File: config.mk
export PLATFORM = sky130hd
export DESIGN_NAME = alu_flat
export DESIGN_NICKNAME = d
export VERILOG_FILES = /design/src/cpu_ucode_pkg.sv /design/src/cpu_ctrl_if.sv /design/src/alu.sv /design/src/flat_wrapper.sv
export VERILOG_INCLUDE_DIRS = /design/src
export SDC_FILE = /design/constraint.sdc
export NUM_CORES = 1
export LEC_CHECK = 0
export BUFFER_PORTS_ARGS = -buffer_cell sky130_fd_sc_hd__buf_2
export CAP_MARGIN = 0
export CORE_ASPECT_RATIO = 1.25
export CORE_MARGIN = 10
export CORE_UTILIZATION = 50
export DETAILED_ROUTE_END_ITERATION = 8
export HOLD_SLACK_MARGIN = 0.15
export PLACE_DENSITY_LB_ADDON = 0.15
export REMOVE_ABC_BUFFERS = 1
export SYNTH_ARGS = -nofsm -noshare
export SYNTH_HDL_FRONTEND = slang
export SYNTH_SLANG_ARGS = --single-unit
File: constraint.sdc
create_clock -name clock -period 4.35 [get_ports clock]
set_input_delay 0.87 -clock clock [delete_from_list [all_inputs] [get_ports clock]]
set_output_delay 0.87 -clock clock [all_outputs]
set_load 0.02 [all_outputs]
File: src/cpu_config.svh
// CPU configuration
// word and opcode field widths and the fetch address used after reset
`ifndef CPU_CONFIG_SVH
`define CPU_CONFIG_SVH

// one word is both a data byte and a memory address
`define CPU_DATA_W 8

// the opcode occupies the upper nibble of an instruction byte
`define CPU_OPC_W 4

// first instruction is fetched from here once reset is released
`define CPU_RESET_PC 8'h00

`endif

File: src/cpu_ucode_pkg.sv
// micro-control types
// sequencer states, internal bus sources and alu operations

package cpu_ucode_pkg;

    // one micro-state per clock cycle
    typedef enum logic [3:0] {
        S_FETCH  = 4'd0,
        S_DECODE = 4'd1,
        S_ARG    = 4'd2,
        S_ARG2   = 4'd3,
        S_ADDR   = 4'd4,
        S_READ   = 4'd5,
        S_LATCH  = 4'd6,
        S_EXEC   = 4'd7,
        S_PREP   = 4'd8,
        S_WRITE  = 4'd9,
        S_HALT   = 4'd10
    } ustate_e;

    // selects what drives the internal data bus inside the pcu
    typedef enum logic [2:0] {
        SRC_IDR  = 3'd0,
        SRC_PC   = 3'd1,
        SRC_TR   = 3'd2,
        SRC_ALU  = 3'd3,
        SRC_IXR  = 3'd4,
        SRC_ZERO = 3'd5
    } idb_src_e;

    // operation of the alu on acc and the internal data bus
    typedef enum logic [2:0] {
        OP_PASS = 3'd0,
        OP_INC  = 3'd1,
        OP_ADD  = 3'd2,
        OP_SUB  = 3'd3,
        OP_AND  = 3'd4,
        OP_XOR  = 3'd5,
        OP_ACC  = 3'd6
    } alu_op_e;

endpackage

File: src/cpu_ctrl_if.sv


// ****************************************
// ccu to alu strobes, zero flag back
// ****************************************
interface alu_ctrl_if;
    cpu_ucode_pkg::alu_op_e alu_op;
    logic acc_load;
    logic ixr_load;
    // registered in the alu and only consulted by JZ
    logic zero;

    modport ccu (output alu_op, acc_load, ixr_load, input zero);
    modport alu (input alu_op, acc_load, ixr_load, output zero);
endinterface

File: src/alu.sv
// arithmetic logic unit
// holds the accumulator and index register, computes the operation result
// and keeps a zero flag for the accumulator
`timescale 1ns/10ps
`include "cpu_config.svh"

module alu (
    input  logic                   clock,
    input  logic                   reset,
    alu_ctrl_if.alu                ctrl,
    input  logic [`CPU_DATA_W-1:0] idb,
    output logic [`CPU_DATA_W-1:0] result,
    output logic [`CPU_DATA_W-1:0] ixr
);

    logic [`CPU_DATA_W-1:0] acc;

    // ****************************************
    // operation unit
    // ****************************************
    // all arithmetic wraps at the word width
    always_comb begin
        case (ctrl.alu_op)
            cpu_ucode_pkg::OP_PASS: result = idb;
            cpu_ucode_pkg::OP_INC:  result = idb + 1'b1;
            cpu_ucode_pkg::OP_ADD:  result = acc + idb;
            cpu_ucode_pkg::OP_SUB:  result = acc - idb;
            cpu_ucode_pkg::OP_AND:  result = acc & idb;
            cpu_ucode_pkg::OP_XOR:  result = acc ^ idb;
            // puts acc on the bus path for a store
            cpu_ucode_pkg::OP_ACC:  result = acc;
            default:                result = idb;
        endcase
    end

    // ****************************************
    // registers
    // ****************************************
    // zero starts set because acc is cleared by reset
    always_ff @(posedge clock) begin
        if (!reset) begin
            acc       <= '0;
            ixr       <= '0;
            ctrl.zero <= 1'b1;
        end else begin
            if (ctrl.acc_load) begin
                acc       <= result;
                ctrl.zero <= (result == '0);
            end
            // the index register loads only from an immediate via the result
            if (ctrl.ixr_load) begin
                ixr <= result;
            end
        end
    end

endmodule

File: src/flat_wrapper.sv
// flat-port wrapper written by rule: the top's interface ports become plain ports
module alu_flat 
  (clock, reset, idb, result, ixr, ctrl_alu_op, ctrl_acc_load, ctrl_ixr_load, ctrl_zero);
  alu_ctrl_if ctrl_i ();
  input  logic clock;
  input  logic reset;
  input  logic [`CPU_DATA_W-1:0] idb;
  output logic [`CPU_DATA_W-1:0] result;
  output logic [`CPU_DATA_W-1:0] ixr;
  input wire logic [$bits(ctrl_i.alu_op)-1:0] ctrl_alu_op;
  input wire logic [$bits(ctrl_i.acc_load)-1:0] ctrl_acc_load;
  input wire logic [$bits(ctrl_i.ixr_load)-1:0] ctrl_ixr_load;
  output wire logic [$bits(ctrl_i.zero)-1:0] ctrl_zero;
  assign ctrl_i.alu_op = ctrl_alu_op;
  assign ctrl_i.acc_load = ctrl_acc_load;
  assign ctrl_i.ixr_load = ctrl_ixr_load;
  assign ctrl_zero = ctrl_i.zero;
  alu u_core (.clock(clock), .reset(reset), .ctrl(ctrl_i), .idb(idb), .result(result), .ixr(ixr));
endmodule
==> summary.md <==
| Metric | Value |
|---|---|
| Global-route wire length before repair | `8230 um` |
| Post-synth EDFFs | `0` |
| Share of cells above drive strength 1 | `24.8%` |
| Layout overhead on the synthesized area | `13.1%` |
| Area after DPL | `2090 sq um` |
| Final Max Tran Viols | `0` |
| Syn Inst Count | `234` |
| TritonCTS clock tree | `built` |
| Synth warn | `0` |
| DIE HEIGHT | `88.8 um` |
| Max stage delay on crit path | `0.31 ns` |
| # resized after CTS | `0` |
| GRT overflow | `0` |
| Worst Setup End Kind | `output pin` |
| DRC Markers | `0` |
| Met3 GRT Util | `2.02%` |
| Max-slew headroom | `62.7%` |
| Core ar. | `3570 sq um` |
| Worst path slowest cell | `ha_1` |
| Max clock buf depth | `2` |
| DR iter-0 viols | `108` |
| Min Tclk post-route | `4.11 ns` |
| N_diodes | `0` |
| Crit-path leading delay family | `compound AO/OA/AOI/OAI gates` |
| Crit path buf inv count | `4` |
| Synth top area share | `18.0%` |
| Number of max-cap violations | `0` |
| Die W | `75.1 um` |
| Setup violators final | `0` |
| Hold Crit Class | `flop to flop` |
| IO Count | `32` |
| WP data arrival | `3.24 ns` |
| Vias in the first global route | `1740` |
| Hold-fix buffers, CTS | `0` |
| Commonest non-fill, non-tap cell in the layout | `buf_2` |
| Clock buffer count from CTS | `3` |
| Initial antenna violation count | `0` |
| Site row count | `24` |
| Total power | `0.000584 W` |
| Starting Density | `53.0%` |
| GR Util met1 | `19.9%` |
| Main synth FF type | `dfxtp_1` |
| Routed WL | `4750 um` |
| ANT nets after route | `0` |
| Gr busiest metal | `met2` |
| Post-synthesis async set-or-reset flop share | `0%` |
| Total GRT Usage | `15.2%` |
| Unrepaired setup endpoints after global routing | `false` |
| Fmax | `243 MHz` |
| Clock Pin Slew Worst Setup and Hold Paths | `0.06 ns` |
| Count of cell types in the netlist | `64` |
| TNS Setup | `0 ns` |
| Met2 usage | `24.5%` |
| Setup Fix Bufs, Post-CTS | `0` |
| Die area | `6670 sq um` |
| Syn avg cell area | `8.10 sq um` |
| GP Congestion | `0.897` |
| Static Leakage | `0.984 nW` |
| Root Buffer | `clkbuf_8` |
| Hpwl dp | `3820 um` |
| Synth Cell Area | `1900 sq um` |
| Register area share after synthesis | `18.0%` |
| Clock Sinks | `17` |
| Clock skew | `0.00155 ns` |
| Drt first pass iters | `4` |
| Vias per cell | `5.86` |
| Net count, final | `300` |
| Routed len/inst | `15.6 um` |
| CP Data Required Time | `3.48 ns` |
| Htree depth | `1` |
| Status | `completed` |
| Final cycle utilization of the critical path | `94.5%` |
| Vias post-DR | `1788` |
| Max rail drop VDD | `0.000253 V` |
| PwrDens | `272 nW/um^2` |
| Critical path type | `input pin to output pin` |
| Cell taking the most area after synthesis | `dfxtp_1` |
| Hold WS | `0.488 ns` |
| CP Cell Sequence | `buf_2 -> inv_1 -> ha_1 -> nor2_1 -> xnor2_1 -> ha_1 -> nor2b_1 -> o31a_1 -> o22ai_1 -> xor2_1 -> o21a_1 -> inv_1 -> buf_2` |
| Filler Cell Count | `340` |
| Largest cells by area after synthesis | `dfxtp_1 (18%), ha_1 (11%), mux2i_1 (5.3%)` |
| Setup crit start kind | `input pin` |
| IO buf count | `31` |
| Largest net degree at the start of global routing | `22` |
| Max FO, Critical Path | `11` |
| Worst Tran Pin Value | `0.559 ns` |
| Synth Register Bits | `17` |
| Design Area, Final | `2140 sq um` |
| Most frequent cells in the layout | `buf_2 (31), nor2_1 (26), ha_1 (17), dfxtp_1 (17), inv_1 (16)` |
| Clock Latency Late Sink | `0.25 ns` |
| Final Hold Fails | `0` |
## report_power, final
group / total [W] / switching, W / internal [W]
clock: 0.000114 / 0.0000496 / 0.0000649
combinational: 0.000286 / 0.000166 / 0.000120
sequential: 0.000183 / 0.0000128 / 0.000170
total: 0.000584 / 0.000229 / 0.000355
## final timing paths
check        slack, ns  cells after the start                        from                             to
max reg2reg       1.84                     10  u_core.acc[0]$_SDFFE_PN0P_  u_core.ctrl.zero$_SDFFE_PN1P_
min               0.49                      2  u_core.ixr[2]$_SDFFE_PN0P_     u_core.ixr[2]$_SDFFE_PN0P_
max               0.24                     13                      idb[0]                      result[6]
min reg2reg       0.49                      2  u_core.ixr[2]$_SDFFE_PN0P_     u_core.ixr[2]$_SDFFE_PN0P_
## per-stage QoR
stage	util, %	setup slack [ns]	cells
after CTS	59.8	0.230	305
after global placement	58.6	0.236	301
after floorplan	-	0.674	220
final	60.0	0.240	305
after global routing	60.0	0.0262	305
after detailed placement	58.6	0.239	301
## flip-flops by register name (all words and copies together), names as in the netlist
name              count
u_core.acc            8
u_core.ixr            8
u_core.ctrl.zero      1
## logic make-up after synthesis
logic type / Yosys count / synth area share (%)
simple gates: 74 / 21.1
compound gates: 69 / 27.8
buf+inv: 31 / 8.05
fa+ha+maj: 18 / 12.3
flops: 17 / 18.0
mux: 15 / 8.25
xor+xnor: 10 / 4.62
## area by class of cell
cell class / instances / area [sq um] / area share [%]
clock buffers: 4 / 45.0 / 2.10
inverters: 17 / 63.8 / 2.98
multi-input cells: 186 / 1410 / 65.7
flip-flops and latches: 17 / 340 / 15.9
well taps: 39 / 48.8 / 2.28
repair buffers: 42 / 238 / 11.1
## per-layer routing
layer | up-vias | wire [um]
met5 | - | 0
met4 | 0 | 93
met3 | 8 | 228
met2 | 49 | 2280
met1 | 804 | 2150
li1 | 927 | -
## worst min-delay path: cells and delay by family, from the launching register on
| kind | cells | cell delay [ns] |
|---|---|---|
| simple gates | 1 | 0.08 |
| flops | 1 | 0.31 |
| compound gates | 1 | 0.05 |
## cells in the mapped netlist (5+ instances only)
library cell,count
nor2_1,26
inv_1,16
nand2_1,13
a21oi_1,13
buf_2,8
nor2b_1,5
ha_1,17
o21ai_0,7
mux2i_1,10
a211oi_1,9
dfxtp_1,17
xnor2_1,7
No activity file was read; power rests on OpenSTA's default activity.
