===== config.mk =====
export PLATFORM = sky130hd
export DESIGN_NAME = pcu_flat
export DESIGN_NICKNAME = d
export VERILOG_FILES = /design/src/cpu_ucode_pkg.sv /design/src/cpu_ctrl_if.sv /design/src/pcu.sv /design/src/flat_wrapper.sv
export VERILOG_INCLUDE_DIRS = /design/src
export SDC_FILE = /design/constraint.sdc
export NUM_CORES = 1
export LEC_CHECK = 0
export ABC_AREA = 1
export ABC_CLOCK_PERIOD_IN_PS = 1400
export BUFFER_PORTS_ARGS = -buffer_cell sky130_fd_sc_hd__buf_2
export CORE_UTILIZATION = 40
export DETAILED_ROUTE_END_ITERATION = 10
export PLACE_DENSITY = 0.75
export SLEW_MARGIN = 20
export SYNTH_ARGS = -nofsm -noshare
export SYNTH_HDL_FRONTEND = slang
export SYNTH_SLANG_ARGS = --single-unit

===== constraint.sdc =====
create_clock -name clock -period 1.4 [get_ports clock]
set_input_delay 0.28 -clock clock [delete_from_list [all_inputs] [get_ports clock]]
set_output_delay 0.28 -clock clock [all_outputs]
set_load 0.01 [all_outputs]

===== src/cpu_config.svh =====
// CPU configuration
// word and opcode field widths and the fetch address used after reset
`ifndef CPU_CONFIG_SVH
`define CPU_CONFIG_SVH

// one word is both a data byte and a memory address
`define CPU_DATA_W 8

// the opcode occupies the upper nibble of an instruction byte
`define CPU_OPC_W 4

// first instruction is fetched from here once reset is released
`define CPU_RESET_PC 8'h00

`endif


===== src/cpu_ucode_pkg.sv =====
// micro-control types
// sequencer states, internal bus sources and alu operations

package cpu_ucode_pkg;

    // one micro-state per clock cycle
    typedef enum logic [3:0] {
        S_FETCH  = 4'd0,
        S_DECODE = 4'd1,
        S_ARG    = 4'd2,
        S_ARG2   = 4'd3,
        S_ADDR   = 4'd4,
        S_READ   = 4'd5,
        S_LATCH  = 4'd6,
        S_EXEC   = 4'd7,
        S_PREP   = 4'd8,
        S_WRITE  = 4'd9,
        S_HALT   = 4'd10
    } ustate_e;

    // selects what drives the internal data bus inside the pcu
    typedef enum logic [2:0] {
        SRC_IDR  = 3'd0,
        SRC_PC   = 3'd1,
        SRC_TR   = 3'd2,
        SRC_ALU  = 3'd3,
        SRC_IXR  = 3'd4,
        SRC_ZERO = 3'd5
    } idb_src_e;

    // operation of the alu on acc and the internal data bus
    typedef enum logic [2:0] {
        OP_PASS = 3'd0,
        OP_INC  = 3'd1,
        OP_ADD  = 3'd2,
        OP_SUB  = 3'd3,
        OP_AND  = 3'd4,
        OP_XOR  = 3'd5,
        OP_ACC  = 3'd6
    } alu_op_e;

endpackage


===== src/cpu_ctrl_if.sv =====
// control interfaces of the CPU
// carry the sequencer strobes to the pcu and to the alu
`timescale 1ns/10ps

// ****************************************
// ccu to pcu strobes
// ****************************************
interface pcu_ctrl_if;
    cpu_ucode_pkg::idb_src_e idb_sel;
    // read_en also picks the bus as the IDR source, otherwise IDR takes TDB
    logic read_en;
    logic idr_load;
    logic tr_load;
    logic pc_load;
    // high selects TR as the memory address instead of PC
    logic addr_sel;
    logic mem_write;

    modport ccu (output idb_sel, read_en, idr_load, tr_load, pc_load, addr_sel, mem_write);
    modport pcu (input idb_sel, read_en, idr_load, tr_load, pc_load, addr_sel, mem_write);
endinterface



===== src/pcu.sv =====
// program control unit
// holds PC, TR, IDR and the TDB read latch, drives the internal data bus
// and presents the memory address and write data
`timescale 1ns/10ps
`include "cpu_config.svh"

module pcu (
    input  logic                   clock,
    input  logic                   reset,
    pcu_ctrl_if.pcu                ctrl,
    input  logic [`CPU_DATA_W-1:0] alu_result,
    input  logic [`CPU_DATA_W-1:0] ixr,
    input  logic [`CPU_DATA_W-1:0] mem_rdata,
    input  logic                   mem_error,
    output logic [`CPU_DATA_W-1:0] idb,
    output logic [`CPU_DATA_W-1:0] tdb,
    output logic [`CPU_DATA_W-1:0] mem_addr,
    output logic [`CPU_DATA_W-1:0] mem_wdata
);

    logic [`CPU_DATA_W-1:0] pc;
    logic [`CPU_DATA_W-1:0] tr;
    logic [`CPU_DATA_W-1:0] idr;
    logic [`CPU_DATA_W-1:0] idr_src;

    // during a read IDR takes the bus, otherwise it takes the byte latched earlier
    assign idr_src = ctrl.read_en ? idb : tdb;

    // PC and TR both load from the alu, so increments and passes go through it
    always_ff @(posedge clock) begin
        if (!reset) begin
            pc  <= `CPU_RESET_PC;
            tr  <= '0;
            idr <= '0;
        end else begin
            if (ctrl.pc_load) begin
                pc <= alu_result;
            end
            if (ctrl.tr_load) begin
                tr <= alu_result;
            end
            if (ctrl.idr_load) begin
                idr <= idr_src;
            end
        end
    end

    // read latch, a failed read leaves zero behind
    always_ff @(posedge clock) begin
        if (ctrl.read_en) begin
            tdb <= mem_error ? '0 : mem_rdata;
        end
    end

    // internal data bus multiplexer
    always_comb begin
        case (ctrl.idb_sel)
            cpu_ucode_pkg::SRC_IDR: idb = idr;
            cpu_ucode_pkg::SRC_PC:  idb = pc;
            cpu_ucode_pkg::SRC_TR:  idb = tr;
            cpu_ucode_pkg::SRC_ALU: idb = alu_result;
            cpu_ucode_pkg::SRC_IXR: idb = ixr;
            default:                idb = '0;
        endcase
    end

    assign mem_addr  = ctrl.addr_sel ? tr : pc;
    assign mem_wdata = idr;

    // the sequencer never reads and writes memory in the same state
    rd_wr_excl: assert property (@(posedge clock) disable iff (!reset)
        !(ctrl.read_en && ctrl.mem_write));

    // PC and TR share the alu result, so only one of them may take it
    pc_tr_excl: assert property (@(posedge clock) disable iff (!reset)
        !(ctrl.pc_load && ctrl.tr_load));

endmodule


===== src/flat_wrapper.sv =====
// flat-port wrapper written by rule: the top's interface ports become plain ports
module pcu_flat 
  (clock, reset, alu_result, ixr, mem_rdata, mem_error, idb, tdb, mem_addr, mem_wdata, ctrl_idb_sel, ctrl_read_en, ctrl_idr_load, ctrl_tr_load, ctrl_pc_load, ctrl_addr_sel, ctrl_mem_write);
  pcu_ctrl_if ctrl_i ();
  input  logic clock;
  input  logic reset;
  input  logic [`CPU_DATA_W-1:0] alu_result;
  input  logic [`CPU_DATA_W-1:0] ixr;
  input  logic [`CPU_DATA_W-1:0] mem_rdata;
  input  logic mem_error;
  output logic [`CPU_DATA_W-1:0] idb;
  output logic [`CPU_DATA_W-1:0] tdb;
  output logic [`CPU_DATA_W-1:0] mem_addr;
  output logic [`CPU_DATA_W-1:0] mem_wdata;
  input wire logic [$bits(ctrl_i.idb_sel)-1:0] ctrl_idb_sel;
  input wire logic [$bits(ctrl_i.read_en)-1:0] ctrl_read_en;
  input wire logic [$bits(ctrl_i.idr_load)-1:0] ctrl_idr_load;
  input wire logic [$bits(ctrl_i.tr_load)-1:0] ctrl_tr_load;
  input wire logic [$bits(ctrl_i.pc_load)-1:0] ctrl_pc_load;
  input wire logic [$bits(ctrl_i.addr_sel)-1:0] ctrl_addr_sel;
  input wire logic [$bits(ctrl_i.mem_write)-1:0] ctrl_mem_write;
  assign ctrl_i.idb_sel = ctrl_idb_sel;
  assign ctrl_i.read_en = ctrl_read_en;
  assign ctrl_i.idr_load = ctrl_idr_load;
  assign ctrl_i.tr_load = ctrl_tr_load;
  assign ctrl_i.pc_load = ctrl_pc_load;
  assign ctrl_i.addr_sel = ctrl_addr_sel;
  assign ctrl_i.mem_write = ctrl_mem_write;
  pcu u_core (.clock(clock), .reset(reset), .ctrl(ctrl_i), .alu_result(alu_result), .ixr(ixr), .mem_rdata(mem_rdata), .mem_error(mem_error), .idb(idb), .tdb(tdb), .mem_addr(mem_addr), .mem_wdata(mem_wdata));
endmodule

==> metrics <==
status=finished with violations; failing checks=setup timing; Antenna diodes=0; Initial Util=42.6%; Pre-Repair DR Iteration Count=4; CTS buffer count=5; Tcrit/Tclk final=101%; max_cap viols=0; Die ar.=0.00465 mm²; # H-tree levels=2; Slew Limit Fails=0; Cells after Synth=256; critical path class=in2out; GPL Wtd Cong=0.883; pin count of the biggest net entering global routing=25; I/O pin cnt=68; startpoint types=input port; Seq/Total Area, Yosys=41.1%; Setup Total Neg Slack=-0.0219 ns; hold path depth=3; CTS tree=built; Final Util=59.6%; via count=1,996; total wire length=5.09 mm; Final #Nets=369; Tmin final=1.42 ns; DRC violations left=0; worst-path fanout max=6; Core Region=0.00412 mm²; R2R depth=7; row count=23; unrepaired setup endpoints after global routing=yes; Rel. slew slack=69.4%; Die X-Extent=68.2 µm; cell area after synthesis=0.00175 mm²; Tot GR Track Use=21.1%; number of antenna violations at the first check in global routing=0; vias per std cell=5.20; Finished Cell Area=0.00245 mm²; #FFs+latches synth=32; DP Area=0.00219 mm²; first-pass GRT wire length=7.21 mm; Fillers=386; final setup fails=3; DP HPWL=3.53 mm; HP Class=in2reg; Yosys cell types=17; Non-Filler Instances=384; # port buffers=66; Critical Path AT=1.14 ns; Cells after DPL=374; Overflow after GRT=0; hold_buf cts=0; leakage=1.22 nW; Fin. Hold Viols=0; CTS sink count=32; area grow syn2layout=39.9%; Reg clk slew, reported paths=0.07 ns; crit end category=output pin; worst setup margin=-0.0173 ns; YS warnings=0; P per Cell Area=960 mW/mm²; syn nets=292; Mean Syn Cell Area=6.85 µm²; clk buf depth=2; worst vdd ir=0.499 mV; DRT antenna net count=0; WL per Instance=13.2 µm; share of cells above drive strength 1=36.8%; number of global-route vias before repair=1,686; Max Clock Skew=0.00712 ns; worst reg2reg setup slack=0.31 ns; required time of the critical path=1.12 ns; Initial DRC Count=127; chip height=68.2 µm; fmax=706 MHz; worst-skew pair later-pin latency=0.29 ns; Clock Root Buffer=clkbuf_8; hold slack=0.258 ns; Tightest Pin Transition=0.459 ns
==> synthesized netlist by cell type <==
| cell type | n | share of area (%) |
|---|---|---|
| o21ai_0 | 29 | 8.3 |
| nor2_4 | 1 | 0.64 |
| edfxtp_1 | 8 | 14 |
| o21ai_1 | 2 | 0.57 |
| inv_2 | 1 | 0.21 |
| a21oi_1 | 20 | 5.7 |
| buf_2 | 1 | 0.29 |
| nand3_2 | 5 | 2.9 |
| nand2_1 | 39 | 8.4 |
| inv_1 | 35 | 7.5 |
| dfxtp_1 | 24 | 27 |
| nand4_1 | 13 | 4.6 |
| buf_6 | 2 | 1.3 |
| nor2_1 | 45 | 9.6 |
| nand3_1 | 20 | 5.7 |
| buf_4 | 4 | 1.7 |
| clkbuf_1 | 7 | 1.5 |
==> critical path: stages <==
cell and delay, ns:
buf_12 0.11, nor2_4 0.18, clkbuf_16 0.18, nand3_1 0.07, nand2_1 0.08, nor2_1 0.06, nand2_1 0.05, buf_2 0.13
==> path summary, 6_finish.rpt <==
kind                                    startpoint                               end
setup reg to reg         u_core.pc[2]$_SDFFE_PN0P_  u_core.mem_wdata[2]$_SDFFE_PN0P_
hold reg to reg   u_core.mem_wdata[3]$_SDFFE_PN0P_  u_core.mem_wdata[3]$_SDFFE_PN0P_
setup / recovery                   ctrl_idb_sel[1]                            idb[1]
hold / removal                       alu_result[2]         u_core.tr[2]$_SDFFE_PN0P_
==> registers in the layout (all words and copies together), names as in the netlist <==
register	count
u_core.tr	8
u_core.mem_wdata	8
u_core.tdb	8
u_core.pc	8
==> per-stage QoR <==
step / power [mW] / setup slack (ns)
after floorplan: 1.32 / 0.146
after global placement: 1.51 / -0.0196
after detailed placement: 1.52 / -0.0610
after CTS: 2.31 / -0.0106
after global routing: 2.47 / -0.0883
final: 2.35 / -0.0173
==> report_power, final <==
part	total, mW	internal (mW)	switching [mW]
clock network	0.796	0.449	0.347
logic	0.502	0.215	0.288
registers	1.05	1.02	0.0388
==> metal layers <==
layer | vias to the layer above | GRT usage, % | routed length, µm
met3 | 16 | 6.00 | 292
met1 | 920 | 25.5 | 2070
met5 | - | 0 | 0
met4 | 0 | 8.33 | 140
li1 | 986 | - | -
met2 | 74 | 35.0 | 2590
==> logic make-up after synthesis <==
logic type	share of synthesized area, %
simple gates	31.8
buf+inv	12.5
flops	41.1
compound gates	14.6
==> layout make-up <==
| cell class | count | area (µm²) | area share (%) |
|---|---|---|---|
| clock buffers | 8 | 100 | 4.08 |
| inverters | 36 | 138 | 5.61 |
| multi-input cells | 174 | 896 | 36.5 |
| flip-flops and latches | 32 | 723 | 29.5 |
| well taps | 50 | 62.6 | 2.55 |
| repair buffers | 84 | 533 | 21.7 |
==> cell usage in the layout (no fill, tap or decap), types with 6 or more instances in the layout <==
master	synthesis	final
buf_2	1	62
nor2_1	45	37
nand2_1	39	36
inv_1	35	33
o21ai_0	29	24
dfxtp_1	24	22
a21oi_1	20	20
nand3_1	20	16
buf_4	4	15
nand4_1	13	13
nand3_2	5	8
edfxtp_1	8	8
nor2_2	0	7
clkbuf_8	0	7
o21ai_2	0	6
==> timing repair <==
action,CTS,global route
setup endpoints to repair,4,8
gates cloned,0,1
pin swaps,1,11
buffers inserted,0,1
gates resized for setup,5,38
No activity file was read; power rests on OpenSTA's default activity.
