<file path="src/cpu_config.svh">
// CPU configuration
// word and opcode field widths and the fetch address used after reset
`ifndef CPU_CONFIG_SVH
`define CPU_CONFIG_SVH

// one word is both a data byte and a memory address
`define CPU_DATA_W 8

// the opcode occupies the upper nibble of an instruction byte
`define CPU_OPC_W 4

// first instruction is fetched from here once reset is released
`define CPU_RESET_PC 8'h00

`endif

</file>
<file path="src/cpu_isa_pkg.sv">
// instruction set types
// opcode encodings and the position of the opcode field in an instruction byte
`include "cpu_config.svh"

package cpu_isa_pkg;

    // the opcode field is the top CPU_OPC_W bits of the instruction byte
    localparam int OPC_MSB = `CPU_DATA_W - 1;
    localparam int OPC_LSB = `CPU_DATA_W - `CPU_OPC_W;

    // the low nibble of an instruction byte carries nothing
    // encodings 4'hb to 4'he are undefined and execute as a halt
    typedef enum logic [`CPU_OPC_W-1:0] {
        OPC_NOP = 4'h0,
        OPC_LDA = 4'h1,
        OPC_ADD = 4'h2,
        OPC_SUB = 4'h3,
        OPC_AND = 4'h4,
        OPC_XOR = 4'h5,
        // stores take the address from the operand byte
        OPC_STA = 4'h6,
        OPC_STX = 4'h7,
        // immediate load of the index register
        OPC_LDX = 4'h8,
        OPC_JMP = 4'h9,
        OPC_JZ  = 4'ha,
        OPC_HLT = 4'hf
    } opcode_e;

endpackage

</file>
<file path="src/cpu_ucode_pkg.sv">
// micro-control types
// sequencer states, internal bus sources and alu operations

package cpu_ucode_pkg;

    // one micro-state per clock cycle
    typedef enum logic [3:0] {
        S_FETCH  = 4'd0,
        S_DECODE = 4'd1,
        S_ARG    = 4'd2,
        S_ARG2   = 4'd3,
        S_ADDR   = 4'd4,
        S_READ   = 4'd5,
        S_LATCH  = 4'd6,
        S_EXEC   = 4'd7,
        S_PREP   = 4'd8,
        S_WRITE  = 4'd9,
        S_HALT   = 4'd10
    } ustate_e;

    // selects what drives the internal data bus inside the pcu
    typedef enum logic [2:0] {
        SRC_IDR  = 3'd0,
        SRC_PC   = 3'd1,
        SRC_TR   = 3'd2,
        SRC_ALU  = 3'd3,
        SRC_IXR  = 3'd4,
        SRC_ZERO = 3'd5
    } idb_src_e;

    // operation of the alu on acc and the internal data bus
    typedef enum logic [2:0] {
        OP_PASS = 3'd0,
        OP_INC  = 3'd1,
        OP_ADD  = 3'd2,
        OP_SUB  = 3'd3,
        OP_AND  = 3'd4,
        OP_XOR  = 3'd5,
        OP_ACC  = 3'd6
    } alu_op_e;

endpackage

</file>
<file path="src/cpu_ctrl_if.sv">
// control interfaces of the CPU
// carry the sequencer strobes to the pcu and to the alu
`timescale 1ns/10ps

// ****************************************
// ccu to pcu strobes
// ****************************************
interface pcu_ctrl_if;
    cpu_ucode_pkg::idb_src_e idb_sel;
    // read_en also picks the bus as the IDR source, otherwise IDR takes TDB
    logic read_en;
    logic idr_load;
    logic tr_load;
    logic pc_load;
    // high selects TR as the memory address instead of PC
    logic addr_sel;
    logic mem_write;

    modport ccu (output idb_sel, read_en, idr_load, tr_load, pc_load, addr_sel, mem_write);
    modport pcu (input idb_sel, read_en, idr_load, tr_load, pc_load, addr_sel, mem_write);
endinterface

// ****************************************
// ccu to alu strobes, zero flag back
// ****************************************
interface alu_ctrl_if;
    cpu_ucode_pkg::alu_op_e alu_op;
    logic acc_load;
    logic ixr_load;
    // registered in the alu and only consulted by JZ
    logic zero;

    modport ccu (output alu_op, acc_load, ixr_load, input zero);
    modport alu (input alu_op, acc_load, ixr_load, output zero);
endinterface

</file>
<file path="src/ccu.sv">
// control sequencer
// fetches and decodes instruction bytes and steps through the micro-states,
// one per clock, driving the pcu and alu strobes
`timescale 1ns/10ps
`include "cpu_config.svh"

module ccu (
    input  logic                   clock,
    input  logic                   reset,
    input  logic [`CPU_DATA_W-1:0] tdb,
    output logic                   halted,
    pcu_ctrl_if.ccu                pctl,
    alu_ctrl_if.ccu                actl
);

    cpu_ucode_pkg::ustate_e state;
    cpu_ucode_pkg::ustate_e state_nxt;
    cpu_isa_pkg::opcode_e   ir;
    cpu_isa_pkg::opcode_e   fetched;
    // holds off the first fetch for one cycle after reset
    logic                   started;

    assign fetched = cpu_isa_pkg::opcode_e'(tdb[cpu_isa_pkg::OPC_MSB:cpu_isa_pkg::OPC_LSB]);
    assign halted  = (state == cpu_ucode_pkg::S_HALT);

    // ir captures the opcode in S_DECODE and is used by all later states
    always_ff @(posedge clock) begin
        if (!reset) begin
            state   <= cpu_ucode_pkg::S_FETCH;
            ir      <= cpu_isa_pkg::OPC_NOP;
            started <= 1'b0;
        end else begin
            state   <= state_nxt;
            started <= 1'b1;
            if (state == cpu_ucode_pkg::S_DECODE) begin
                ir <= fetched;
            end
        end
    end

    // ****************************************
    // next state
    // ****************************************
    always_comb begin
        state_nxt = state;
        case (state)
            cpu_ucode_pkg::S_FETCH: begin
                if (started) begin
                    state_nxt = cpu_ucode_pkg::S_DECODE;
                end
            end
            // decode straight off the latch since ir only loads at the end of this state
            cpu_ucode_pkg::S_DECODE: begin
                case (fetched)
                    cpu_isa_pkg::OPC_NOP: state_nxt = cpu_ucode_pkg::S_FETCH;
                    cpu_isa_pkg::OPC_LDA, cpu_isa_pkg::OPC_ADD, cpu_isa_pkg::OPC_SUB,
                    cpu_isa_pkg::OPC_AND, cpu_isa_pkg::OPC_XOR, cpu_isa_pkg::OPC_STA,
                    cpu_isa_pkg::OPC_STX, cpu_isa_pkg::OPC_LDX, cpu_isa_pkg::OPC_JMP,
                    cpu_isa_pkg::OPC_JZ:  state_nxt = cpu_ucode_pkg::S_ARG;
                    // HLT and every undefined opcode stop here
                    default:              state_nxt = cpu_ucode_pkg::S_HALT;
                endcase
            end
            cpu_ucode_pkg::S_ARG: state_nxt = cpu_ucode_pkg::S_ARG2;
            cpu_ucode_pkg::S_ARG2: begin
                if (ir == cpu_isa_pkg::OPC_LDX || ir == cpu_isa_pkg::OPC_JMP ||
                    ir == cpu_isa_pkg::OPC_JZ) begin
                    state_nxt = cpu_ucode_pkg::S_EXEC;
                end else begin
                    state_nxt = cpu_ucode_pkg::S_ADDR;
                end
            end
            cpu_ucode_pkg::S_ADDR: begin
                if (ir == cpu_isa_pkg::OPC_STA || ir == cpu_isa_pkg::OPC_STX) begin
                    state_nxt = cpu_ucode_pkg::S_PREP;
                end else begin
                    state_nxt = cpu_ucode_pkg::S_READ;
                end
            end
            cpu_ucode_pkg::S_READ:  state_nxt = cpu_ucode_pkg::S_LATCH;
            cpu_ucode_pkg::S_LATCH: state_nxt = cpu_ucode_pkg::S_EXEC;
            cpu_ucode_pkg::S_PREP:  state_nxt = cpu_ucode_pkg::S_WRITE;
            cpu_ucode_pkg::S_EXEC:  state_nxt = cpu_ucode_pkg::S_FETCH;
            cpu_ucode_pkg::S_WRITE: state_nxt = cpu_ucode_pkg::S_FETCH;
            default:                state_nxt = cpu_ucode_pkg::S_HALT;
        endcase
    end

    // ****************************************
    // strobes, each held for one state
    // ****************************************
    always_comb begin
        pctl.idb_sel   = cpu_ucode_pkg::SRC_ZERO;
        pctl.read_en   = 1'b0;
        pctl.idr_load  = 1'b0;
        pctl.tr_load   = 1'b0;
        pctl.pc_load   = 1'b0;
        pctl.addr_sel  = 1'b0;
        pctl.mem_write = 1'b0;
        actl.alu_op    = cpu_ucode_pkg::OP_PASS;
        actl.acc_load  = 1'b0;
        actl.ixr_load  = 1'b0;
        case (state)
            // instruction byte and operand byte are both read at PC
            cpu_ucode_pkg::S_FETCH: pctl.read_en = started;
            cpu_ucode_pkg::S_ARG:   pctl.read_en = 1'b1;
            cpu_ucode_pkg::S_DECODE, cpu_ucode_pkg::S_ARG2: begin
                // PC+1 through the alu, S_ARG2 also moves the operand into IDR
                pctl.idb_sel  = cpu_ucode_pkg::SRC_PC;
                actl.alu_op   = cpu_ucode_pkg::OP_INC;
                pctl.pc_load  = 1'b1;
                pctl.idr_load = (state == cpu_ucode_pkg::S_ARG2);
            end
            cpu_ucode_pkg::S_ADDR: begin
                pctl.idb_sel = cpu_ucode_pkg::SRC_IDR;
                pctl.tr_load = 1'b1;
            end
            cpu_ucode_pkg::S_READ: begin
                pctl.addr_sel = 1'b1;
                pctl.read_en  = 1'b1;
            end
            cpu_ucode_pkg::S_LATCH: pctl.idr_load = 1'b1;
            cpu_ucode_pkg::S_PREP: begin
                // read_en steers the bus into IDR, the read data itself is dropped
                pctl.idb_sel  = (ir == cpu_isa_pkg::OPC_STX) ? cpu_ucode_pkg::SRC_IXR
                                                             : cpu_ucode_pkg::SRC_ALU;
                actl.alu_op   = cpu_ucode_pkg::OP_ACC;
                pctl.addr_sel = 1'b1;
                pctl.read_en  = 1'b1;
                pctl.idr_load = 1'b1;
            end
            cpu_ucode_pkg::S_WRITE: begin
                pctl.addr_sel  = 1'b1;
                pctl.mem_write = 1'b1;
            end
            cpu_ucode_pkg::S_EXEC: begin
                pctl.idb_sel = cpu_ucode_pkg::SRC_IDR;
                case (ir)
                    cpu_isa_pkg::OPC_LDX: actl.ixr_load = 1'b1;
                    cpu_isa_pkg::OPC_JMP: pctl.pc_load  = 1'b1;
                    // only JZ ever looks at the zero flag
                    cpu_isa_pkg::OPC_JZ:  pctl.pc_load  = actl.zero;
                    cpu_isa_pkg::OPC_LDA: actl.acc_load = 1'b1;
                    cpu_isa_pkg::OPC_ADD, cpu_isa_pkg::OPC_SUB,
                    cpu_isa_pkg::OPC_AND, cpu_isa_pkg::OPC_XOR: begin
                        actl.alu_op   = cpu_ucode_pkg::alu_op_e'(ir - cpu_isa_pkg::OPC_LDA + 1);
                        actl.acc_load = 1'b1;
                    end
                    default: ;
                endcase
            end
            default: ;
        endcase
    end

    // a halted CPU only leaves S_HALT through reset
    halt_sticky: assert property (@(posedge clock) disable iff (!reset)
        halted |=> halted);

endmodule

</file>
<file path="src/flat_wrapper.sv">
// flat-port wrapper written by rule: the top's interface ports become plain ports
module ccu_flat 
  (clock, reset, tdb, halted, pctl_idb_sel, pctl_read_en, pctl_idr_load, pctl_tr_load, pctl_pc_load, pctl_addr_sel, pctl_mem_write, actl_alu_op, actl_acc_load, actl_ixr_load, actl_zero);
  pcu_ctrl_if pctl_i ();
  alu_ctrl_if actl_i ();
  input  logic clock;
  input  logic reset;
  input  logic [`CPU_DATA_W-1:0] tdb;
  output logic halted;
  output wire logic [$bits(pctl_i.idb_sel)-1:0] pctl_idb_sel;
  output wire logic [$bits(pctl_i.read_en)-1:0] pctl_read_en;
  output wire logic [$bits(pctl_i.idr_load)-1:0] pctl_idr_load;
  output wire logic [$bits(pctl_i.tr_load)-1:0] pctl_tr_load;
  output wire logic [$bits(pctl_i.pc_load)-1:0] pctl_pc_load;
  output wire logic [$bits(pctl_i.addr_sel)-1:0] pctl_addr_sel;
  output wire logic [$bits(pctl_i.mem_write)-1:0] pctl_mem_write;
  output wire logic [$bits(actl_i.alu_op)-1:0] actl_alu_op;
  output wire logic [$bits(actl_i.acc_load)-1:0] actl_acc_load;
  output wire logic [$bits(actl_i.ixr_load)-1:0] actl_ixr_load;
  input wire logic [$bits(actl_i.zero)-1:0] actl_zero;
  assign pctl_idb_sel = pctl_i.idb_sel;
  assign pctl_read_en = pctl_i.read_en;
  assign pctl_idr_load = pctl_i.idr_load;
  assign pctl_tr_load = pctl_i.tr_load;
  assign pctl_pc_load = pctl_i.pc_load;
  assign pctl_addr_sel = pctl_i.addr_sel;
  assign pctl_mem_write = pctl_i.mem_write;
  assign actl_alu_op = actl_i.alu_op;
  assign actl_acc_load = actl_i.acc_load;
  assign actl_ixr_load = actl_i.ixr_load;
  assign actl_i.zero = actl_zero;
  ccu u_core (.clock(clock), .reset(reset), .tdb(tdb), .halted(halted), .pctl(pctl_i), .actl(actl_i));
endmodule
</file>
<file path="config.mk">
export PLATFORM = sky130hd
export DESIGN_NAME = ccu_flat
export DESIGN_NICKNAME = d
export VERILOG_FILES = /design/src/cpu_isa_pkg.sv /design/src/cpu_ucode_pkg.sv /design/src/cpu_ctrl_if.sv /design/src/ccu.sv /design/src/flat_wrapper.sv
export VERILOG_INCLUDE_DIRS = /design/src
export SDC_FILE = /design/constraint.sdc
export NUM_CORES = 1
export LEC_CHECK = 0
export BUFFER_PORTS_ARGS = -buffer_cell sky130_fd_sc_hd__clkbuf_2
export CORE_MARGIN = 2
export CORE_UTILIZATION = 41
export CTS_BUF_LIST = sky130_fd_sc_hd__clkbuf_2 sky130_fd_sc_hd__clkbuf_4 sky130_fd_sc_hd__clkbuf_8
export DETAILED_ROUTE_END_ITERATION = 10
export GPL_TIMING_DRIVEN = 0
export PLACE_DENSITY = 0.74
export SYNTH_ARGS = -nofsm -noshare
export SYNTH_HDL_FRONTEND = slang
export SYNTH_SLANG_ARGS = --single-unit
</file>
<file path="constraint.sdc">
create_clock -name clock -period 1.8 [get_ports clock]
set_clock_uncertainty 0.05 [all_clocks]
set_input_delay 0 -clock clock [delete_from_list [all_inputs] [get_ports clock]]
set_output_delay 0 -clock clock [all_outputs]
set_load 0.01 [all_outputs]
</file>
==> results of run 1 <==
[metal layers]
layer  vias to the layer above  GRT usage, %  wire length [µm]
met5                         -             0                 0
met4                         0          7.03                20
met3                         4          8.30               181
met2                        46          31.9               913
met1                       395          26.8               904
li1                        415             -                 -
[cells in the final DEF (no fill, tap or decap), types with 4 or more instances in the layout]
cell           instances
dlygate4sd3_1          5
clkbuf_2              24
mux2i_1                6
nand2_1                7
dfxtp_1                8
o21ai_1                4
clkbuf_4               4
nor2_1                 6
[stage by stage]
step	instance area, µm²	util [%]
after floorplan	778	-
after global placement	915	51.8
after detailed placement	915	51.8
after CTS	995	56.4
after global routing	1010	57.2
final	1010	57.2
[timing repair]
action | CTS | global route
hold buffers | 5 | 0
hold endpoints to repair | 8 | 0
gates resized for setup | 0 | 9
setup endpoints to repair | 0 | 10
[how the worst max path moves through the flow]
stage                                       from                            to  slack, ns  depth (start not counted)
global route        u_core.state[2]$_SDFFE_PN0P_                 actl_acc_load       0.02                          5
finish              u_core.state[2]$_SDFFE_PN0P_                 actl_acc_load       0.11                          5
global placement    u_core.state[3]$_SDFFE_PN0P_               pctl_idb_sel[2]       0.35                          5
CTS                 u_core.state[2]$_SDFFE_PN0P_                 actl_ixr_load      0.009                          5
floorplan           u_core.state[3]$_SDFFE_PN0P_  u_core.state[0]$_SDFFE_PN0P_       0.47                          4
detailed placement  u_core.state[2]$_SDFFE_PN0P_                 actl_ixr_load       0.32                          5
[cells in the mapped netlist (3+ instances only)]
library cell / instances
dfxtp_1: 9
nand2_1: 7
mux2i_1: 6
nor2_1: 6
nand2b_1: 4
o21ai_1: 4
a31oi_1: 3
clkbuf_1: 3
nand3_1: 3
nor2b_1: 3
nor3_1: 3
o21ai_0: 3
[power breakdown]
part	internal, mW	leakage (nW)	switching, mW	total, mW
Sequential	0.223	0.0741	0.0291	0.252
Combinational	0.148	0.312	0.175	0.323
Clock	0.100	0.0184	0.0695	0.170
[cell type report]
| class | instances | area share, % |
|---|---|---|
| Buffer | 8 | 4.58 |
| Clock buffer | 4 | 2.97 |
| Inverter | 2 | 0.743 |
| Multi-Input combinational cell | 76 | 55.3 |
| Sequential cell | 9 | 18.0 |
| Tap cell | 25 | 3.10 |
| Timing Repair Buffer | 26 | 15.4 |
[flip-flops by register name, summed over array words and instances, names as in the netlist]
name,count
u_core.state,4
u_core.started,1
u_core.ir,4
[cells by family after synthesis]
logic type	share of synthesized area [%]
simple gates	36.3
mux	9.16
flops	23.2
buf+inv	6.11
compound gates	24.1
xor+xnor	1.13
==> flow_summary.json, run 1 <==
{
  "regArea_um2": 181,
  "p_leak_nw": 0.404,
  "cts_setup_buffers": 0,
  "cts_buffers": 3,
  "gr-total-overflow": 0,
  "io_pins": 26,
  "die_width_um": 47.6,
  "grt_pass1_wl_mm": 3.33,
  "holdPathStages": 2,
  "critPathLaunchType": "flip-flop",
  "synth_top_area_share_pct": 23.2,
  "synth_edf_count": 0,
  "postSynthAreaPerCell_um2": 8.19,
  "worstRegToRegCells": 4,
  "htreeDepth": 1,
  "via_per_inst": 5.73,
  "synth_seq_cells": 9,
  "cellPowerDensity_nw_per_um2": 737,
  "place_congestion": 0.824,
  "grt_setup_unrepaired": "no",
  "yosysTopAreaCell": "dfxtp_1",
  "area_growth_pct": 29.7,
  "drt-total-wl_mm": 2.02,
  "grt_pass1_vias": 792,
  "dieArea_um2": 2260,
  "diodes": 0,
  "hold_start": "reset",
  "core_um2": 1760,
  "status": "finished clean",
  "syn_area_um2": 778,
  "hold_slack_ns": 0.391,
  "setup_viol": 0,
  "drt-initial-drc-count": 26,
  "fp.dieH_um": 47.6,
  "multiInputGateArea_um2": 558,
  "grt_start_max_net_pins": 11,
  "end_kind": "output pin",
  "dr.pass1.iters": 4,
  "hp-class": "primary input to flip-flop",
  "track_usage_pct": 20.8,
  "io_buffer_count": 21,
  "synth_cell_types": 44,
  "cp_max_fo": 10,
  "post_drt_wl_per_cell_um": 13.5,
  "synthFlopType": "dfxtp_1",
  "finalCriticalPeriod_ns": 1.69,
  "cp.required_ns": 1.75,
  "slew_headroom_pct": 69.4,
  "worst_pin_slew_ns": 0.456,
  "critPathKind": "flip-flop to output pin",
  "drive_above_1_share_pct": 33.6,
  "fin_cells": 150,
  "worstPathCellList": "buf_4, nand2_1, or3_4, a211oi_2, clkbuf_2",
  "crit_arrival_ns": 1.64,
  "n_fill_cell": 170,
  "fin_setup_tns_ns": 0,
  "row_count": 15,
  "cts_tree": "done",
  "maxCapViolCount": 0,
  "cts_buffer_depth": 2,
  "drc": 0,
  "max_stage_delay_ns": 0.37,
  "cpMaxStageDelayCell": "dfxtp_1",
  "worstSkewPairLatency_ns": 0.26,
  "path_clk_slew_ns": 0.06,
  "period_share_pct": 93.9,
  "dp_slack_ns": 0.320,
  "ant_nets": 0,
  "initial_core_util_pct": 44.1,
  "post_synth_main_area_contributors": "dfxtp_1 23%, mux2i_1 7.7%, nor4b_4 6.1%",
  "irDropWorstVdd_uv": 404,
  "syn_inst": 95,
  "placed_cells": 141,
  "synth_seq_area_share_pct": 23.2,
  "clockRootBuffer": "clkbuf_4",
  "num_vias": 860,
  "setup_slack_ns": 0.111,
  "syn_nets": 106,
  "critPathTopFamily": "simple AND/OR/NAND/NOR gates",
  "cp_num_buf_inv": 2,
  "slew_viol_final": 0,
  "r2r-start": "u_core.state[3]$_SDFFE_PN0P_",
  "hold_viol": 0,
  "power_mw": 0.744,
  "rr_endpoint": "u_core.state[0]$_SDFFE_PN0P_",
  "hpwl_mm": 1.47,
  "antenna_found_initial": 0,
  "synthArstFlopShare_pct": 0,
  "cts.sinks": 9,
  "fmax_mhz": 592,
  "min_to": "u_core.started$_DFF_P_",
  "setup.reg_to_reg.worst_slack_ns": 0.35,
  "ys.warnings.count": 0,
  "nets": 137
}
No activity file was read; power rests on OpenSTA's default activity.
==> inputs of run 2 (changes only) <==
--- a/config.mk
+++ b/config.mk
@@ -7,6 +7,7 @@
 export NUM_CORES = 1
 export LEC_CHECK = 0
 export BUFFER_PORTS_ARGS = -buffer_cell sky130_fd_sc_hd__clkbuf_2
+export CAP_MARGIN = 10
 export CORE_MARGIN = 2
 export CORE_UTILIZATION = 41
 export CTS_BUF_LIST = sky130_fd_sc_hd__clkbuf_2 sky130_fd_sc_hd__clkbuf_4 sky130_fd_sc_hd__clkbuf_8
==> constraint.sdc (replaced) <==
create_clock -name clock -period 1.8 [get_ports clock]
set_clock_uncertainty 0.05 [all_clocks]
set_input_delay 0.36 -clock clock [delete_from_list [all_inputs] [get_ports clock]]
set_output_delay 0.36 -clock clock [all_outputs]
set_load 0.01 [all_outputs]
==> run 2 against run 1 <==
  * The flow now finishes with violations (negative setup slack)
  * Critical path depth down 1
  * Clock power up 2%
  * Wire length up 38%
  * Sequential power up 4%
  * Critical path type unchanged
  * Global-route usage up 5.4 points
  * Final cell count up 5.3%
  * Highest routed layer unchanged
  * Non-clock buffer count up 8
  * Largest power group unchanged
  * Worst hold slack worse by 0.16 ns
  * Total power up 18%
  * Core utilization up 10 points
==> flow_summary.json, run 2 (same netlist as run 1, synthesis figures left out) <==
{
  "io_buffer_count": 21,
  "p_sw_mw": 0.333,
  "htreeDepth": 1,
  "irDropWorstVdd_uv": 418,
  "fp.dieH_um": 47.6,
  "drive_above_1_share_pct": 54.9,
  "via_per_inst": 6.07,
  "crit_arrival_ns": 1.51,
  "postLayoutCoreUtil_pct": 67.7,
  "clockRootBuffer": "clkbuf_4",
  "end_kind": "output pin",
  "grt_start_max_net_pins": 11,
  "gr-total-overflow": 0,
  "hold_slack_ns": 0.227,
  "critPathLaunchType": "flip-flop",
  "grt_pass1_wl_mm": 4.08,
  "io_pins": 26,
  "place_congestion": 0.824,
  "period_share_pct": 107,
  "row_count": 15,
  "status": "complete, but fails checks",
  "cpMaxStageDelayCell": "or3_4",
  "pwr-share-clk_pct": 19.8,
  "violations": "negative setup slack",
  "finalCriticalPeriod_ns": 1.92,
  "worstSkewPairLatency_ns": 0.26,
  "track_usage_pct": 26.2,
  "maxCapViolCount": 0,
  "post_drt_wl_per_cell_um": 17.7,
  "cp.required_ns": 1.39,
  "setup_viol": 11,
  "ant_nets": 0,
  "dr.pass1.iters": 4,
  "mostFrequentLayoutCells": "13 x buf_2, 11 x buf_4, 8 x clkbuf_2",
  "drt-total-wl_mm": 2.79,
  "cp_max_fo": 5,
  "fmax_mhz": 520,
  "p_int_mw": 0.548,
  "area_growth_pct": 53.4,
  "dieArea_um2": 2260,
  "pwr-share-comb_pct": 50.4,
  "p_leak_nw": 0.497,
  "slew_viol_final": 0,
  "cellPowerDensity_nw_per_um2": 739,
  "critPathKind": "flip-flop to output pin",
  "fin_area_um2": 1190,
  "diodes": 0,
  "setup_slack_ns": -0.123,
  "worstPathCellList": "nand2b_4, or3_4, a211oi_2, buf_2",
  "seqPwrFrac_pct": 29.8,
  "max_stage_delay_ns": 0.40,
  "slew_headroom_pct": 68.5,
  "top_regs": "u_core.ir: 4 flops, u_core.state: 4 flops, u_core.started: 1 flops",
  "hp-class": "primary input to flip-flop",
  "core_um2": 1760,
  "worst_pin_slew_ns": 0.467,
  "drc": 0,
  "num_vias": 959,
  "cts_buffers": 3,
  "hpwl_mm": 1.47,
  "die_width_um": 47.6,
  "cts.sinks": 9,
  "cts_buffer_depth": 2,
  "initial_core_util_pct": 44.1,
  "layout_commonest_cell": "buf_2",
  "hold_viol": 0,
  "drt-initial-drc-count": 30,
  "path_clk_slew_ns": 0.06,
  "grt_setup_unrepaired": "yes",
  "placed_area_um2": 915,
  "cts_tree": "done",
  "cts_hold_buf": 0,
  "grt_pass1_vias": 880,
  "nets": 145,
  "antenna_found_initial": 0,
  "p_sw_share_pct": 37.8
}
## run 2: cell types whose count changed in the layout (fill, tap and decap cells not counted), sizes merged
cell and change:
buf +28, clkbuf -15, dlygate4sd3 -5
## run 2: path summary, 6_finish.rpt
path                                 from                            to  slack, ns  depth (start not counted)
max          u_core.state[3]$_SDFFE_PN0P_                 actl_acc_load      -0.12                          4
min                                 reset        u_core.started$_DFF_P_       0.23                          1
max reg2reg  u_core.state[3]$_SDFFE_PN0P_  u_core.state[0]$_SDFFE_PN0P_       0.10                          7
min reg2reg     u_core.ir[3]$_SDFFE_PN0P_     u_core.ir[3]$_SDFFE_PN0P_       0.53                          2
## run 2: cell type report
cell class              instances  area (µm²)
plain buffers                   7        71.3
clock buffers                   4        30.0
fillers                       158         571
inverters                       2        7.51
multi-input cells              76         627
flip-flops and latches          9         190
well taps                      25        31.3
repair buffers                 35         236
## run 2: power by group through the flow
stage          Combinational (mW)  Clock [mW]  Sequential [mW]
3_3_place_gp                0.299           0            0.252
5_1_grt                     0.471       0.190            0.263
2_1_floorplan               0.231           0            0.245
4_1_cts                     0.400       0.176            0.255
6_report                    0.445       0.174            0.263
3_5_place_dp                0.303           0            0.253
## run 2: stage by stage
step,power [mW],setup WS (ns),setup TNS (ns),instances
after floorplan,0.476,0.133,0,95
after global placement,0.551,-0.0101,-0.0101,141
after detailed placement,0.557,-0.0400,-0.110,141
after CTS,0.831,-0.120,-0.603,157
after global routing,0.924,-0.186,-1.36,158
final,0.882,-0.123,-0.732,158
## run 2: per-layer routing
metal / global-route usage, % / up-vias / share of wire, %
li1: - / 430 / -
met1: 29.7 / 462 / 42
met2: 44.3 / 53 / 47
met3: 10.6 / 14 / 7.1
met4: 9.73 / 0 / 3.4
met5: 0 / - / 0
## run 2: critical path, delay by kind of cell, from the launching register on
| family | cells | cell delay [ns] |
|---|---|---|
| and+or+nand+nor | 2 | 0.54 |
| DFF | 1 | 0.36 |
| buffers and inverters | 1 | 0.15 |
| AOI/OAI and AO/OA | 1 | 0.19 |
## run 2: timing repair
item / CTS / global route
pin swaps: 12 / 7
endpoints found under the setup margin: 14 / 16
buffers inserted: 12 / 2
resized for setup: 30 / 26
hold endpoints to repair: 0 / 0
